===== config.mk =====
export PLATFORM = sky130hd
export DESIGN_NAME = litex_wrapper
export DESIGN_NICKNAME = d
export VERILOG_FILES = /design/src/litex_wrapper_pkg.sv /design/src/core_req_arbiter.sv /design/src/byte_lane_unit.sv /design/src/wishbone_master.sv /design/src/litex_wrapper.sv
export VERILOG_INCLUDE_DIRS = /design/src /design/src/src
export SDC_FILE = /design/constraint.sdc
export NUM_CORES = 1
export LEC_CHECK = 0
export BUFFER_PORTS_ARGS = -buffer_cell sky130_fd_sc_hd__buf_2
export CAP_MARGIN = 20
export CORE_MARGIN = 5
export CORE_UTILIZATION = 50
export CTS_CLUSTER_DIAMETER = 50
export DETAILED_ROUTE_END_ITERATION = 12
export GPL_TIMING_DRIVEN = 0
export PLACE_DENSITY_LB_ADDON = 0.3
export SLEW_MARGIN = 25
export SYNTH_ARGS = -nofsm -noshare
export SYNTH_HDL_FRONTEND = slang
export SYNTH_SLANG_ARGS = --single-unit

===== constraint.sdc =====
create_clock -name clk -period 7.1 [get_ports clk]
set_input_delay 0.355 -clock clk [delete_from_list [all_inputs] [get_ports clk]]
set_output_delay 0.355 -clock clk [all_outputs]
set_load 0.02 [all_outputs]

===== src/litex_wrapper_config.svh =====
`ifndef LITEX_WRAPPER_CONFIG_SVH
`define LITEX_WRAPPER_CONFIG_SVH

// Core ports on the wrapper unless the top is overridden
`define LW_NUM_CORES 2

// idbus data width
// Byte addresses on the core side are the same width
`define LW_DATA_W 32

`endif


===== src/litex_wrapper_pkg.sv =====
`default_nettype none

`include "litex_wrapper_config.svh"

package litex_wrapper_pkg;

    // Access size as issued by a core, RISC-V style encoding
    typedef enum logic [1:0] {
        SIZE_BYTE = 2'd0,
        SIZE_HALF = 2'd1,
        SIZE_WORD = 2'd2
    } access_size_t;

    // Word address plus byte offset within the 32-bit word
    typedef struct packed {
        logic [`LW_DATA_W-3:0] word;
        logic [1:0]            offset;
    } word_byte_t;

    // One byte address seen either whole or split for lane decode
    typedef union packed {
        logic [`LW_DATA_W-1:0] addr;
        word_byte_t            part;
    } byte_addr_t;

endpackage

`default_nettype wire


===== src/core_req_arbiter.sv =====
`default_nettype none

`include "litex_wrapper_config.svh"

module core_req_arbiter #(
    parameter int unsigned NUM_CORES = `LW_NUM_CORES
) (
    input  logic                                           clk,
    input  logic                                           rst_n,

    input  logic [NUM_CORES-1:0]                           mem_req,
    input  logic [NUM_CORES-1:0]                           mem_we,
    input  logic [NUM_CORES-1:0][`LW_DATA_W-1:0]           mem_addr,
    input  litex_wrapper_pkg::access_size_t [NUM_CORES-1:0] mem_size,
    input  logic [NUM_CORES-1:0][`LW_DATA_W-1:0]           mem_wdata,
    output logic [NUM_CORES-1:0]                           mem_ack,
    output logic [`LW_DATA_W-1:0]                          mem_rdata,
    output logic                                           mem_err,

    output logic                                           grant_valid,
    output litex_wrapper_pkg::byte_addr_t                  grant_addr,
    output litex_wrapper_pkg::access_size_t                grant_size,
    output logic                                           grant_we,
    output logic [`LW_DATA_W-1:0]                          grant_wdata,

    input  logic                                           done,
    input  logic                                           done_err,
    input  logic [`LW_DATA_W-1:0]                          done_rdata
);

    localparam int unsigned IDX_W = (NUM_CORES > 1) ? $clog2(NUM_CORES) : 1;

    logic [IDX_W-1:0]     ptr;
    logic [IDX_W-1:0]     cur;
    logic                 busy;
    // Served and waiting for req low, doubles as the ack
    logic [NUM_CORES-1:0] served;
    logic [NUM_CORES-1:0] pending;
    logic                 pick_valid;
    logic [IDX_W-1:0]     pick_idx;

    assign pending = mem_req & ~served;
    assign mem_ack = served;

    // Round-robin search starting at ptr, lowest distance wins
    always_comb begin
        int cand;
        pick_valid = 1'b0;
        pick_idx   = '0;
        for (int n = NUM_CORES - 1; n >= 0; n--) begin
            cand = int'(ptr) + n;
            if (cand >= int'(NUM_CORES))
                cand = cand - int'(NUM_CORES);
            if (pending[cand]) begin
                pick_valid = 1'b1;
                pick_idx   = IDX_W'(cand);
            end
        end
    end

    always_ff @(posedge clk or negedge rst_n) begin
        if (!rst_n) begin
            ptr         <= '0;
            cur         <= '0;
            busy        <= 1'b0;
            served      <= '0;
            grant_valid <= 1'b0;
        end else begin
            grant_valid <= 1'b0;
            if (!busy && pick_valid) begin
                grant_valid <= 1'b1;
                busy        <= 1'b1;
                cur         <= pick_idx;
                ptr         <= (pick_idx == IDX_W'(NUM_CORES - 1)) ? '0 : pick_idx + 1'b1;
            end
            // Four-phase release once the core drops req
            for (int k = 0; k < NUM_CORES; k++) begin
                if (served[k] && !mem_req[k])
                    served[k] <= 1'b0;
            end
            if (done) begin
                busy        <= 1'b0;
                served[cur] <= 1'b1;
            end
        end
    end

    // Request fields and response payload
    always_ff @(posedge clk) begin
        if (!busy && pick_valid) begin
            grant_addr  <= mem_addr[pick_idx];
            grant_size  <= mem_size[pick_idx];
            grant_we    <= mem_we[pick_idx];
            grant_wdata <= mem_wdata[pick_idx];
        end
        if (done) begin
            mem_rdata <= done_rdata;
            mem_err   <= done_err;
        end
    end

endmodule

`default_nettype wire


===== src/byte_lane_unit.sv =====
`default_nettype none

`include "litex_wrapper_config.svh"

module byte_lane_unit (
    input  litex_wrapper_pkg::byte_addr_t   grant_addr,
    input  litex_wrapper_pkg::access_size_t grant_size,
    input  logic [`LW_DATA_W-1:0]           grant_wdata,
    input  logic [`LW_DATA_W-1:0]           bus_rdata,

    output logic [`LW_DATA_W-3:0]           word_adr,
    output logic [`LW_DATA_W/8-1:0]         sel,
    output logic [`LW_DATA_W-1:0]           lane_wdata,
    output logic [`LW_DATA_W-1:0]           aligned_rdata,
    output logic                            misaligned
);

    import litex_wrapper_pkg::*;

    localparam int SEL_W = `LW_DATA_W / 8;

    logic [1:0]            offset;
    logic [`LW_DATA_W-1:0] shifted;

    assign word_adr = grant_addr.part.word;
    assign offset   = grant_addr.part.offset;

    // Lane selects, write steering and alignment check
    always_comb begin
        misaligned = 1'b0;
        sel        = '0;
        lane_wdata = grant_wdata;
        case (grant_size)
            SIZE_BYTE: begin
                sel        = SEL_W'(1) << offset;
                lane_wdata = {SEL_W{grant_wdata[7:0]}};
            end
            SIZE_HALF: begin
                sel        = SEL_W'(2'b11) << {offset[1], 1'b0};
                lane_wdata = {(SEL_W / 2){grant_wdata[15:0]}};
                misaligned = offset[0];
            end
            SIZE_WORD: begin
                sel        = '1;
                misaligned = (offset != 2'b00);
            end
            // Encoding 3 has no size behind it
            default: misaligned = 1'b1;
        endcase
    end

    // Read word moved down to bit 0, then zero extended
    assign shifted = bus_rdata >> {offset, 3'b000};

    always_comb begin
        case (grant_size)
            SIZE_BYTE: aligned_rdata = {{(`LW_DATA_W - 8){1'b0}}, shifted[7:0]};
            SIZE_HALF: aligned_rdata = {{(`LW_DATA_W - 16){1'b0}}, shifted[15:0]};
            default:   aligned_rdata = shifted;
        endcase
    end

endmodule

`default_nettype wire


===== src/wishbone_master.sv =====
`default_nettype none

`include "litex_wrapper_config.svh"

module wishbone_master (
    input  logic                         clk,
    input  logic                         rst_n,

    input  logic                         grant_valid,
    input  logic [`LW_DATA_W-3:0]        word_adr,
    input  logic [`LW_DATA_W/8-1:0]      sel,
    input  logic [`LW_DATA_W-1:0]        lane_wdata,
    input  logic                         grant_we,
    input  logic                         misaligned,
    input  logic [`LW_DATA_W-1:0]        aligned_rdata,

    output logic [`LW_DATA_W-3:0]        idbus_adr,
    output logic [`LW_DATA_W-1:0]        idbus_dat_w,
    output logic [`LW_DATA_W/8-1:0]      idbus_sel,
    output logic                         idbus_cyc,
    output logic                         idbus_stb,
    output logic                         idbus_we,
    input  logic                         idbus_ack,
    input  logic                         idbus_err,

    output logic                         done,
    output logic                         done_err,
    output logic [`LW_DATA_W-1:0]        done_rdata
);

    localparam logic [1:0] ST_IDLE    = 2'd0;
    localparam logic [1:0] ST_BUS     = 2'd1;
    localparam logic [1:0] ST_RESPOND = 2'd2;

    logic [1:0] state;
    logic       bus_end;

    assign bus_end = (state == ST_BUS) && (idbus_ack || idbus_err);
    assign done    = (state == ST_RESPOND);

    always_ff @(posedge clk or negedge rst_n) begin
        if (!rst_n) begin
            state     <= ST_IDLE;
            idbus_cyc <= 1'b0;
            idbus_stb <= 1'b0;
            idbus_we  <= 1'b0;
            done_err  <= 1'b0;
        end else begin
            case (state)
                ST_IDLE: begin
                    if (grant_valid && misaligned) begin
                        // Never reaches the bus
                        state    <= ST_RESPOND;
                        done_err <= 1'b1;
                    end else if (grant_valid) begin
                        state     <= ST_BUS;
                        idbus_cyc <= 1'b1;
                        idbus_stb <= 1'b1;
                        idbus_we  <= grant_we;
                    end
                end
                ST_BUS: begin
                    // Slave may hold off for as long as it likes
                    if (bus_end) begin
                        state     <= ST_RESPOND;
                        idbus_cyc <= 1'b0;
                        idbus_stb <= 1'b0;
                        idbus_we  <= 1'b0;
                        done_err  <= idbus_err;
                    end
                end
                default: begin
                    state    <= ST_IDLE;
                    done_err <= 1'b0;
                end
            endcase
        end
    end

    // Bus address and data, plus captured read data
    always_ff @(posedge clk) begin
        if (state == ST_IDLE && grant_valid) begin
            idbus_adr   <= word_adr;
            idbus_dat_w <= lane_wdata;
            idbus_sel   <= sel;
            done_rdata  <= '0;
        end
        if (bus_end)
            done_rdata <= idbus_err ? '0 : aligned_rdata;
    end

endmodule

`default_nettype wire


===== src/litex_wrapper.sv =====
`default_nettype none

`include "litex_wrapper_config.svh"

module litex_wrapper #(
    parameter int unsigned NUM_CORES = `LW_NUM_CORES
) (
    input  logic                                           clk,
    input  logic                                           rst_n,

    // Core memory ports
    input  logic [NUM_CORES-1:0]                           mem_req,
    input  logic [NUM_CORES-1:0]                           mem_we,
    input  logic [NUM_CORES-1:0][`LW_DATA_W-1:0]           mem_addr,
    input  litex_wrapper_pkg::access_size_t [NUM_CORES-1:0] mem_size,
    input  logic [NUM_CORES-1:0][`LW_DATA_W-1:0]           mem_wdata,
    output logic [NUM_CORES-1:0]                           mem_ack,
    output logic [`LW_DATA_W-1:0]                          mem_rdata,
    output logic                                           mem_err,

    // Shared Wishbone bus
    output logic [`LW_DATA_W-3:0]                          idbus_adr,
    output logic [`LW_DATA_W-1:0]                          idbus_dat_w,
    output logic [`LW_DATA_W/8-1:0]                        idbus_sel,
    output logic                                           idbus_cyc,
    output logic                                           idbus_stb,
    output logic                                           idbus_we,
    input  logic [`LW_DATA_W-1:0]                          idbus_dat_r,
    input  logic                                           idbus_ack,
    input  logic                                           idbus_err
);

    import litex_wrapper_pkg::*;

    logic                    grant_valid;
    byte_addr_t              grant_addr;
    access_size_t            grant_size;
    logic                    grant_we;
    logic [`LW_DATA_W-1:0]   grant_wdata;

    logic [`LW_DATA_W-3:0]   word_adr;
    logic [`LW_DATA_W/8-1:0] sel;
    logic [`LW_DATA_W-1:0]   lane_wdata;
    logic [`LW_DATA_W-1:0]   aligned_rdata;
    logic                    misaligned;

    logic                    done;
    logic                    done_err;
    logic [`LW_DATA_W-1:0]   done_rdata;

    core_req_arbiter #(.NUM_CORES(NUM_CORES)) u_arbiter (
        .clk        (clk),
        .rst_n      (rst_n),
        .mem_req    (mem_req),
        .mem_we     (mem_we),
        .mem_addr   (mem_addr),
        .mem_size   (mem_size),
        .mem_wdata  (mem_wdata),
        .mem_ack    (mem_ack),
        .mem_rdata  (mem_rdata),
        .mem_err    (mem_err),
        .grant_valid(grant_valid),
        .grant_addr (grant_addr),
        .grant_size (grant_size),
        .grant_we   (grant_we),
        .grant_wdata(grant_wdata),
        .done       (done),
        .done_err   (done_err),
        .done_rdata (done_rdata)
    );

    // Lane decode sits between the held grant and the bus master
    byte_lane_unit u_lanes (
        .grant_addr   (grant_addr),
        .grant_size   (grant_size),
        .grant_wdata  (grant_wdata),
        .bus_rdata    (idbus_dat_r),
        .word_adr     (word_adr),
        .sel          (sel),
        .lane_wdata   (lane_wdata),
        .aligned_rdata(aligned_rdata),
        .misaligned   (misaligned)
    );

    wishbone_master u_master (
        .clk          (clk),
        .rst_n        (rst_n),
        .grant_valid  (grant_valid),
        .word_adr     (word_adr),
        .sel          (sel),
        .lane_wdata   (lane_wdata),
        .grant_we     (grant_we),
        .misaligned   (misaligned),
        .aligned_rdata(aligned_rdata),
        .idbus_adr    (idbus_adr),
        .idbus_dat_w  (idbus_dat_w),
        .idbus_sel    (idbus_sel),
        .idbus_cyc    (idbus_cyc),
        .idbus_stb    (idbus_stb),
        .idbus_we     (idbus_we),
        .idbus_ack    (idbus_ack),
        .idbus_err    (idbus_err),
        .done         (done),
        .done_err     (done_err),
        .done_rdata   (done_rdata)
    );

endmodule

`default_nettype wire


== After elaboration in Yosys (flattened, before gate mapping) ==
Index checks and enable logic that the tools add are counted.
Widths: inputs -> output; s select.
Word-level totals
  flip-flop bits (word level): 209
  bits of input ports: 172
  output and inout port bits: 104
  word-level logic and storage cells: 115
Cells by class
  $add $sub $neg: 4
  magnitude comparators: 7
  equal/unequal tests: 9
  shift-type cells: 3
  multiplexer cells: 50
  bitwise logic cells: 3
  reduce and logical (&&, ||, !) cells: 20
Operators with widths (count)
  $mux 32: 9
  $pmux 32 s2: 2
  $lt 32x3->1 const B: 2
  $ge 32x3->1 const B: 1
  $shr 32x5->32: 1
  $sub 32x3->32 const B: 1
  $mux 1: 26
  $mux 2: 6
  $pmux 4 s3: 1
  $reduce_bool 2->1: 4
  $logic_and 1x1->1: 7
  $pmux 1 s2: 3
  $eq 2x1->1 const B: 2
  $eq 2x2->1 const B: 2
  $logic_not 2->1: 2
  $lt 1x2->1 const B: 2
  $ne 2x1->1 const B: 2
  $ne 2x2->1 const B: 2
  $pmux 2 s2: 1
  $reduce_and 2->1: 2
  $reduce_and 4->1: 1
  $shl 1x2->4 const A: 1
  $shl 2x2->4 const A: 1
  $logic_not 1->1: 3
  12 further kinds: 12

== Logic depth before layout (Yosys ltp) ==
Gate-level depths: netlist of the first run.
  word-level depth: 11
  gate-level depth with buffers: 6
  mapped depth without buffers: 3

== Hierarchy ==
Synthesis of the first run repeated with hierarchy kept, for this count alone.
Unflattened totals
  cell total of the unflattened synthesis: 548
  area total of the unflattened synthesis: 8912.3 µm²
By module, submodules not included
  core_req_arbiter: times used 1, cells an instance 194, area an instance 4086.4 µm², sequential area each 3153.0 µm²
  wishbone_master: times used 1, cells an instance 163, area an instance 3452.1 µm², sequential area each 3067.9 µm²
  byte_lane_unit: times used 1, cells an instance 191, area an instance 1373.8 µm², sequential area each 0.0 µm²

== Worst setup path before layout of the first run ==
OpenSTA, ideal clock, no wires.
  path kind: register to register
  from: register u_master.state[0]
  to: register u_master.idbus_we
  library setup time: 105 ps
  arrival time: 6018 ps
  required time: 6995 ps
  setup slack: 977 ps
  cell stages (with the launch flop): 4
  path buffers: 0
  clock period less this slack: 6123 ps
  cells stage by stage: dfrtp_1 nor3b_1 o211ai_1 o211ai_1
Between the ends
  word-level cells in the longest chain between the ends: 4
  elaborated cells between the ends (all ways): 9
  those cells by class: eq/ne (4); mux (1); reduce/logical (4)
RTL lines
  from (decl): RTL line wishbone_master.sv:35  | logic [1:0] state;
  from (signal assigned): RTL line wishbone_master.sv:43  | state <= ST_IDLE;
  from (signal assigned): RTL line wishbone_master.sv:53  | state <= ST_RESPOND;
  from (signal assigned): RTL line wishbone_master.sv:56  | state <= ST_BUS;
  $eq 2x1->1: RTL line wishbone_master.sv:38, wishbone_master.sv:49
  $logic_and 1x1->1: RTL line wishbone_master.sv:38  | assign bus_end = (state == ST_BUS) && (idbus_ack || idbus_err);
  $ne 2x1->1 (no source line)
  $reduce_and 4->1 (no source line)
  to (signal assigned): RTL line wishbone_master.sv:59  | idbus_we <= grant_we;
  to (decl): RTL line wishbone_master.sv:22  | output logic idbus_we,
Several ways; a longest one is shown, not always the timed one.
A chain may end at the register's enable or synchronous reset.

== Final worst setup path of the first run ==
  from: register u_master.state[0]
  to: register u_master.idbus_dat_w[15] (enable)
Between the ends
  word-level cells in the longest chain between the ends: 2
RTL lines
  $logic_not 2->1: RTL line wishbone_master.sv:82  | if (state == ST_IDLE && grant_valid) begin
  $logic_and 1x1->1: RTL line wishbone_master.sv:82
  to (signal assigned): RTL line wishbone_master.sv:84  | idbus_dat_w <= lane_wdata;
  to (decl): RTL line wishbone_master.sv:18  | output logic [`LW_DATA_W-1:0] idbus_dat_w,
Every way passes these cells.

==> impl_metrics.env, run 1 <==
export IMPL_outcome="finished clean"
export IMPL_cts_tree="built"
export IMPL_top_layer_used="met5"
export IMPL_maxCapViolations=0
export IMPL_cp_start_kind="flop"
export IMPL_cts_buffers=22
export IMPL_port_buffers=275
export IMPL_mostFrequentLayoutCell="buf_2"
export IMPL_synthFlopType="edfxtp_1"
export IMPL_diodes=0
export IMPL_drv_slew=0
export IMPL_syn_avg_cell_area_um2=17.70
export IMPL_grt_pass1_wl_mm=31.92
export IMPL_hpwl_mm=15.56
export IMPL_endpoint_kind="flop"
export IMPL_area_delta_synth_final_pct=30.81
export IMPL_n_fill_cell=1154
export IMPL_fin_tns_setup_ps=0
export IMPL_syn_num_nets=647
export IMPL_vias_per_cell=5.217
export IMPL_rows=47
export IMPL_irDropWorstVdd_uv=191.0
export IMPL_cts_setup_buffers=0
export IMPL_relSlewSlack_pct=44.70
export IMPL_hold_path_class="primary input to flop"
export IMPL_cp_required_ps=7310
export IMPL_ys_ff_latch=209
export IMPL_setup_viol=0
export IMPL_h_tree_depth=1
export IMPL_fin_nets=960
export IMPL_yosysSeqAreaShare_pct=74.00
export IMPL_synth_area_leaders="edfxtp_1 (71%), mux2_2 (10%), dfrtp_1 (3.3%)"
export IMPL_fin_worst_skew_ps=7.774
export IMPL_synth_largest_area_cell="edfxtp_1"
export IMPL_seq_area_um2=6221
export IMPL_final_hold_violation_count=0
export IMPL_final_cells=1024
export IMPL_cts_sinks=209
export IMPL_fmax_mhz=441.7
export IMPL_grt_usage_pct=21.04
export IMPL_route_detailed_drc=0
export IMPL_m1WireLength_mm=7.403
export IMPL_dieArea_um2=19510
export IMPL_fin_crit_ps=2264
export IMPL_hold_slack_ps=137.2
export IMPL_synth_edf_count=198
export IMPL_dr_wl_met2_mm=10.83
export IMPL_start_util_pct=50.87
export IMPL_synth_cell_type_count=35
export IMPL_worst_pin_slew_ps=827.7
export IMPL_first_pass_iters=5
export IMPL_synth_cells=475
export IMPL_core_um2=16520
export IMPL_post_cts_resized_instances=0
export IMPL_fin_crit_sh_pct=31.89
export IMPL_clock_latency_ps=490
export IMPL_drive_gt1_share_pct=54.10
export IMPL_vias=5342
export IMPL_postRouteAntennaNets=0
export IMPL_die_y_um=139.7
export IMPL_power_density_nw_per_um2=237.6
export IMPL_pin_count=276
export IMPL_netlist_area_um2=8407
export IMPL_grt_max_degree=33
export IMPL_path_class="flop to flop"
export IMPL_rsz0062_at_grt="false"
export IMPL_cp_arrival_ps=2470
export IMPL_overflow=0
export IMPL_wirelength_mm=20.78
export IMPL_wl_per_cell_um=20.29
export IMPL_clk_pin_slew_ps=60
export IMPL_drt_iter0_drc=356
export IMPL_met3_length_mm=2.169
export IMPL_leakagePower_nw=4.081
export IMPL_ys_warn_count=0
export IMPL_cts_root_buffer="clkbuf_16"
export IMPL_path_max_fanout=9
export IMPL_gp_congestion=0.8508
export IMPL_async_flop_share_pct=5.263
export IMPL_holdBufCountCts=1
export IMPL_layout_common_cells="buf_2 (284), edfxtp_1 (198), mux2_2 (76)"
export IMPL_antenna_found_initial=1
export IMPL_yosysTopAreaCellShare_pct=70.72
export IMPL_clock_path_buffers=3
export IMPL_final_core_util_pct=66.55
export IMPL_multi_input_area_um2=2022
export IMPL_dp_cells=983
export IMPL_grt_pass1_vias=5763
export IMPL_die_w_um=139.7
[cell usage after synthesis (8+ instances only)]
master and instances:
a211oi_1 30, buf_2 9, mux2i_1 20, edfxtp_1 198, clkbuf_1 8, and2_1 8, nand2_1 9, mux2_4 8
o21ai_0 11, nor2_1 11, mux2_2 76, a21oi_1 8, nor2b_1 17, nand2b_1 10, dfrtp_1 11
[per-layer routing]
metal,track usage (%),vias to the layer above
met5,0,-
met4,4.895,2
met3,6.621,32
met2,37.84,298
met1,24.76,2550
li1,-,2460
[flip-flops by register name, summed over array words and instances, names as in the netlist, 4 cells and up]
name	count
u_arbiter.grant_addr	32
u_arbiter.grant_wdata	32
u_arbiter.mem_rdata	32
u_master.done_rdata	32
u_master.idbus_adr	30
u_master.idbus_dat_w	32
u_master.idbus_sel	4
[per-stage QoR]
stage	power [mW]	setup WS [ps]	instance area [um2]
6_report	2.613	4836	11000
5_1_grt	2.701	4675	11000
4_1_cts	2.630	4829	11000
3_5_place_dp	1.490	4828	10250
3_3_place_gp	1.485	-1276	10060
2_1_floorplan	1.423	977.2	8407
[worst paths after layout]
| check | slack [ps] | from | cells past startpoint | end |
|---|---|---|---|---|
| max | 4840 | u_master.state[0] | 7 | u_master.idbus_dat_w[15] |
| min | 140 | mem_req[1] | 2 | u_arbiter.mem_ack[1] |
| max reg2reg | 4840 | u_master.state[0] | 7 | u_master.idbus_dat_w[15] |
| min reg2reg | 410 | u_arbiter.grant_addr[4] | 0 | u_master.idbus_adr[2] |
| max in group asynchronous | 6600 | rst_n | 2 | u_master.state[0] |
| min in group asynchronous | 290 | rst_n | 2 | u_arbiter.cur |
[critical path, cell delays in order (launching register included)]
cell     delay [ps]
dfrtp_1         490
nor3b_2         340
buf_4           260
buf_4           190
buf_4           160
buf_4           180
buf_4           190
buf_6           160
[kinds of logic after synthesis]
kind of cell           Yosys count  synth area share (%)
and+or+nand+nor                 69                 4.986
AOI/OAI and AO/OA               59                 4.793
buffers and inverters           34                 2.232
DFF                            209                 74.00
muxes                          104                 13.99
[layout make-up]
cell class                      count  share of cell area (%)
Clock buffer                       26                   5.427
Buffer                             27                   1.468
Timing Repair Buffer              289                   14.14
Tap cell                          220                   2.503
Sequential cell                   209                   56.57
Inverter                            7                  0.2389
Clock inverter                     14                   1.263
Multi-Input combinational cell    232                   18.39
[power breakdown]
| part | internal, mW | switching [mW] | total (mW) | leakage [nW] |
|---|---|---|---|---|
| combinational | 0.0749 | 0.0510 | 0.126 | 1.98 |
| sequential | 1.34 | 0.000444 | 1.34 | 1.74 |
| clock | 0.682 | 0.465 | 1.15 | 0.362 |
Note: power is estimated with default switching activity, not from simulation.
==> run 2: changes to the inputs <==
Settings changed: ABC_AREA from default to 1.
Clock period 7.1 ns to 2.24 ns, I/O delays scaled along.
==> run 2 against run 1 <==
The flow now finishes with violations (hold timing). Global-route usage up 4.8 points. Final cell count up 36%. Synthesized cell count up 45%. Wire length up 24%. Critical endpoint is now u_arbiter.grant_wdata[9]. Critical path depth unchanged. Clock power rose to 3.2 times the previous value. Sequential power rose to 4.8 times the previous value. Combinational power rose to 39 times the previous value. Clock skew up 1.2 ps. Maximum frequency up 2.5%. Flip-flop and latch count unchanged. Worst setup slack worse by 4800 ps.
==> impl_metrics.env, run 2 <==
export IMPL_clk_pin_slew_ps=60
export IMPL_leakagePower_nw=5.504
export IMPL_holdPathEnd="u_master.done_rdata[8]"
export IMPL_port_buffers=275
export IMPL_synthTopCellsByCount="nand2_1 (318), edfxtp_1 (198), inv_1 (30)"
export IMPL_async_flop_share_pct=5.263
export IMPL_pin_count=276
export IMPL_grt_pass1_wl_mm=39.55
export IMPL_die_y_um=138.8
export IMPL_core_um2=16410
export IMPL_grt_max_degree=27
export IMPL_synth_most_common_cell="nand2_1"
export IMPL_min_path_cells=3
export IMPL_h_tree_depth=1
export IMPL_grt_usage_pct=25.79
export IMPL_clock_latency_ps=510
export IMPL_final_core_util_pct=75.96
export IMPL_post_route_cell_area_um2=12460
export IMPL_path_max_fanout=10
export IMPL_worstHoldStart="idbus_dat_r[16]"
export IMPL_cp_required_ps=2610
export IMPL_finalPower_mw=15.03
export IMPL_route_detailed_drc=0
export IMPL_setup_ws_ps=31.83
export IMPL_placed_area_um2=10170
export IMPL_vias_per_cell=5.142
export IMPL_place_ws_ps=151.0
export IMPL_syn_num_nets=862
export IMPL_die_w_um=138.8
export IMPL_path_class="flop to flop"
export IMPL_synth_area_leaders="edfxtp_1 (72%), nand2_1 (14%), dfrtp_1 (3.3%)"
export IMPL_synth_cells=690
export IMPL_mostFrequentLayoutCell="nand2_1"
export IMPL_drt_iter0_drc=497
export IMPL_area_delta_synth_final_pct=50.24
export IMPL_start_util_pct=50.56
export IMPL_maxCapViolations=0
export IMPL_antenna_found_initial=1
export IMPL_synthFlopType="edfxtp_1"
export IMPL_syn_avg_cell_area_um2=12.02
export IMPL_endpoint_kind="flop"
export IMPL_final_hold_violation_count=1
export IMPL_n_fill_cell=950
export IMPL_cp_arrival_ps=2580
export IMPL_netlist_area_um2=8295
export IMPL_dieArea_um2=19270
export IMPL_setup_viol=0
export IMPL_fin_crit_ps=2208
export IMPL_irDropWorstVdd_uv=747.5
export IMPL_power_density_nw_per_um2=1206
export IMPL_reg2reg_slack_ps=30
export IMPL_rows=47
export IMPL_timing_rr_end="u_arbiter.grant_wdata[9]"
export IMPL_hold_path_class="primary input to flop"
export IMPL_clock_path_buffers=3
export IMPL_synth_cell_type_count=26
export IMPL_ys_ff_latch=209
export IMPL_fin_crit_sh_pct=98.58
export IMPL_relSlewSlack_pct=56.38
export IMPL_wirelength_mm=25.74
export IMPL_fin_nets=1323
export IMPL_reg2reg_depth=7
export IMPL_outcome="finished with violations"
export IMPL_first_pass_iters=5
export IMPL_cts_buffers=23
export IMPL_fmax_mhz=452.9
export IMPL_vias=7142
export IMPL_cts_sinks=209
export IMPL_ys_warn_count=0
export IMPL_worst_pin_slew_ps=651.9
export IMPL_postRouteAntennaNets=0
export IMPL_drv_slew=0
export IMPL_drive_gt1_share_pct=31.25
export IMPL_synth_edf_count=198
export IMPL_fin_worst_skew_ps=8.933
export IMPL_cts_root_buffer="clkbuf_16"
export IMPL_overflow=0
export IMPL_violations="hold timing"
export IMPL_yosysSeqAreaShare_pct=74.99
export IMPL_yosysTopAreaCellShare_pct=71.67
export IMPL_cts_tree="built"
export IMPL_regToRegStartpoint="u_arbiter.mem_ack[0]"
export IMPL_hpwl_mm=15.78
export IMPL_cp_start_kind="flop"
export IMPL_gp_congestion=0.9207
export IMPL_layout_common_cells="nand2_1 (317), buf_2 (284), edfxtp_1 (198)"
export IMPL_grt_pass1_vias=7571
export IMPL_synth_largest_area_cell="edfxtp_1"
export IMPL_wl_per_cell_um=18.53
export IMPL_hold_slack_ps=-4.101
-- run 2: per-layer routing --
layer / wire length (um) / track usage [%]
met1: 9283 / 30.14
met2: 12570 / 44.34
met3: 2311 / 5.966
met4: 1577 / 13.70
met5: 0 / 0
-- run 2: final cells by class --
cell class              count  area [um2]  area share [%]
diodes                      1       2.502         0.02008
plain buffers              26       167.7           1.345
clock buffers              30       601.8           4.829
clock inverters            12       137.6           1.104
inverters                  34       128.9           1.034
multi-input cells         422        1833           14.71
flip-flops and latches    209        6223           49.93
well taps                 220       275.3           2.209
repair buffers            435        3093           24.82
-- run 2: worst max path at each step --
stage                                    start                        to  slack (ps)
final                     u_arbiter.mem_ack[0]  u_arbiter.grant_wdata[9]          30
after global routing      u_arbiter.mem_ack[0]  u_arbiter.grant_wdata[9]          -2
after CTS                 u_arbiter.mem_ack[0]   u_arbiter.grant_addr[0]          80
after detailed placement     u_master.state[0]    u_master.idbus_adr[25]         150
after global placement    u_arbiter.mem_ack[1]             u_arbiter.cur        -520
after floorplan           u_arbiter.mem_ack[1]             u_arbiter.cur          -5
-- run 2: kinds of logic after synthesis --
family          Yosys count  synth area share, %
flops                   209                74.99
simple gates            360                17.27
buf+inv                  60                3.514
compound gates           61                4.223
-- run 2: where the power goes --
part / internal [mW] / total (mW) / switching, mW
logic: 1.82 / 4.91 / 3.08
registers: 5.99 / 6.39 / 0.400
clock network: 2.24 / 3.72 / 1.48
-- run 2: worst max-delay path: stages (launching register included) --
cell	delay, ps
dfrtp_2	430
inv_1	80
nand3_1	130
nand2_4	140
clkbuf_1	470
nand2_1	160
nand2_1	120
dlygate4sd3_1	550
-- run 2: through the flow --
stage / instances / setup TNS [ps]
6_report: 1389 / 0
5_1_grt: 1389 / -2.003
4_1_cts: 1387 / 0
3_5_place_dp: 1192 / 0
3_3_place_gp: 1185 / -58030
2_1_floorplan: 690 / -4.884
-- run 2: timing repair --
| item | CTS | global route |
|---|---|---|
| hold endpoints to repair | 98 | 0 |
| hold buffers | 153 | 0 |
| setup endpoints to repair | 0 | 80 |
| buffers inserted | 0 | 0 |
| resized for setup | 0 | 5 |
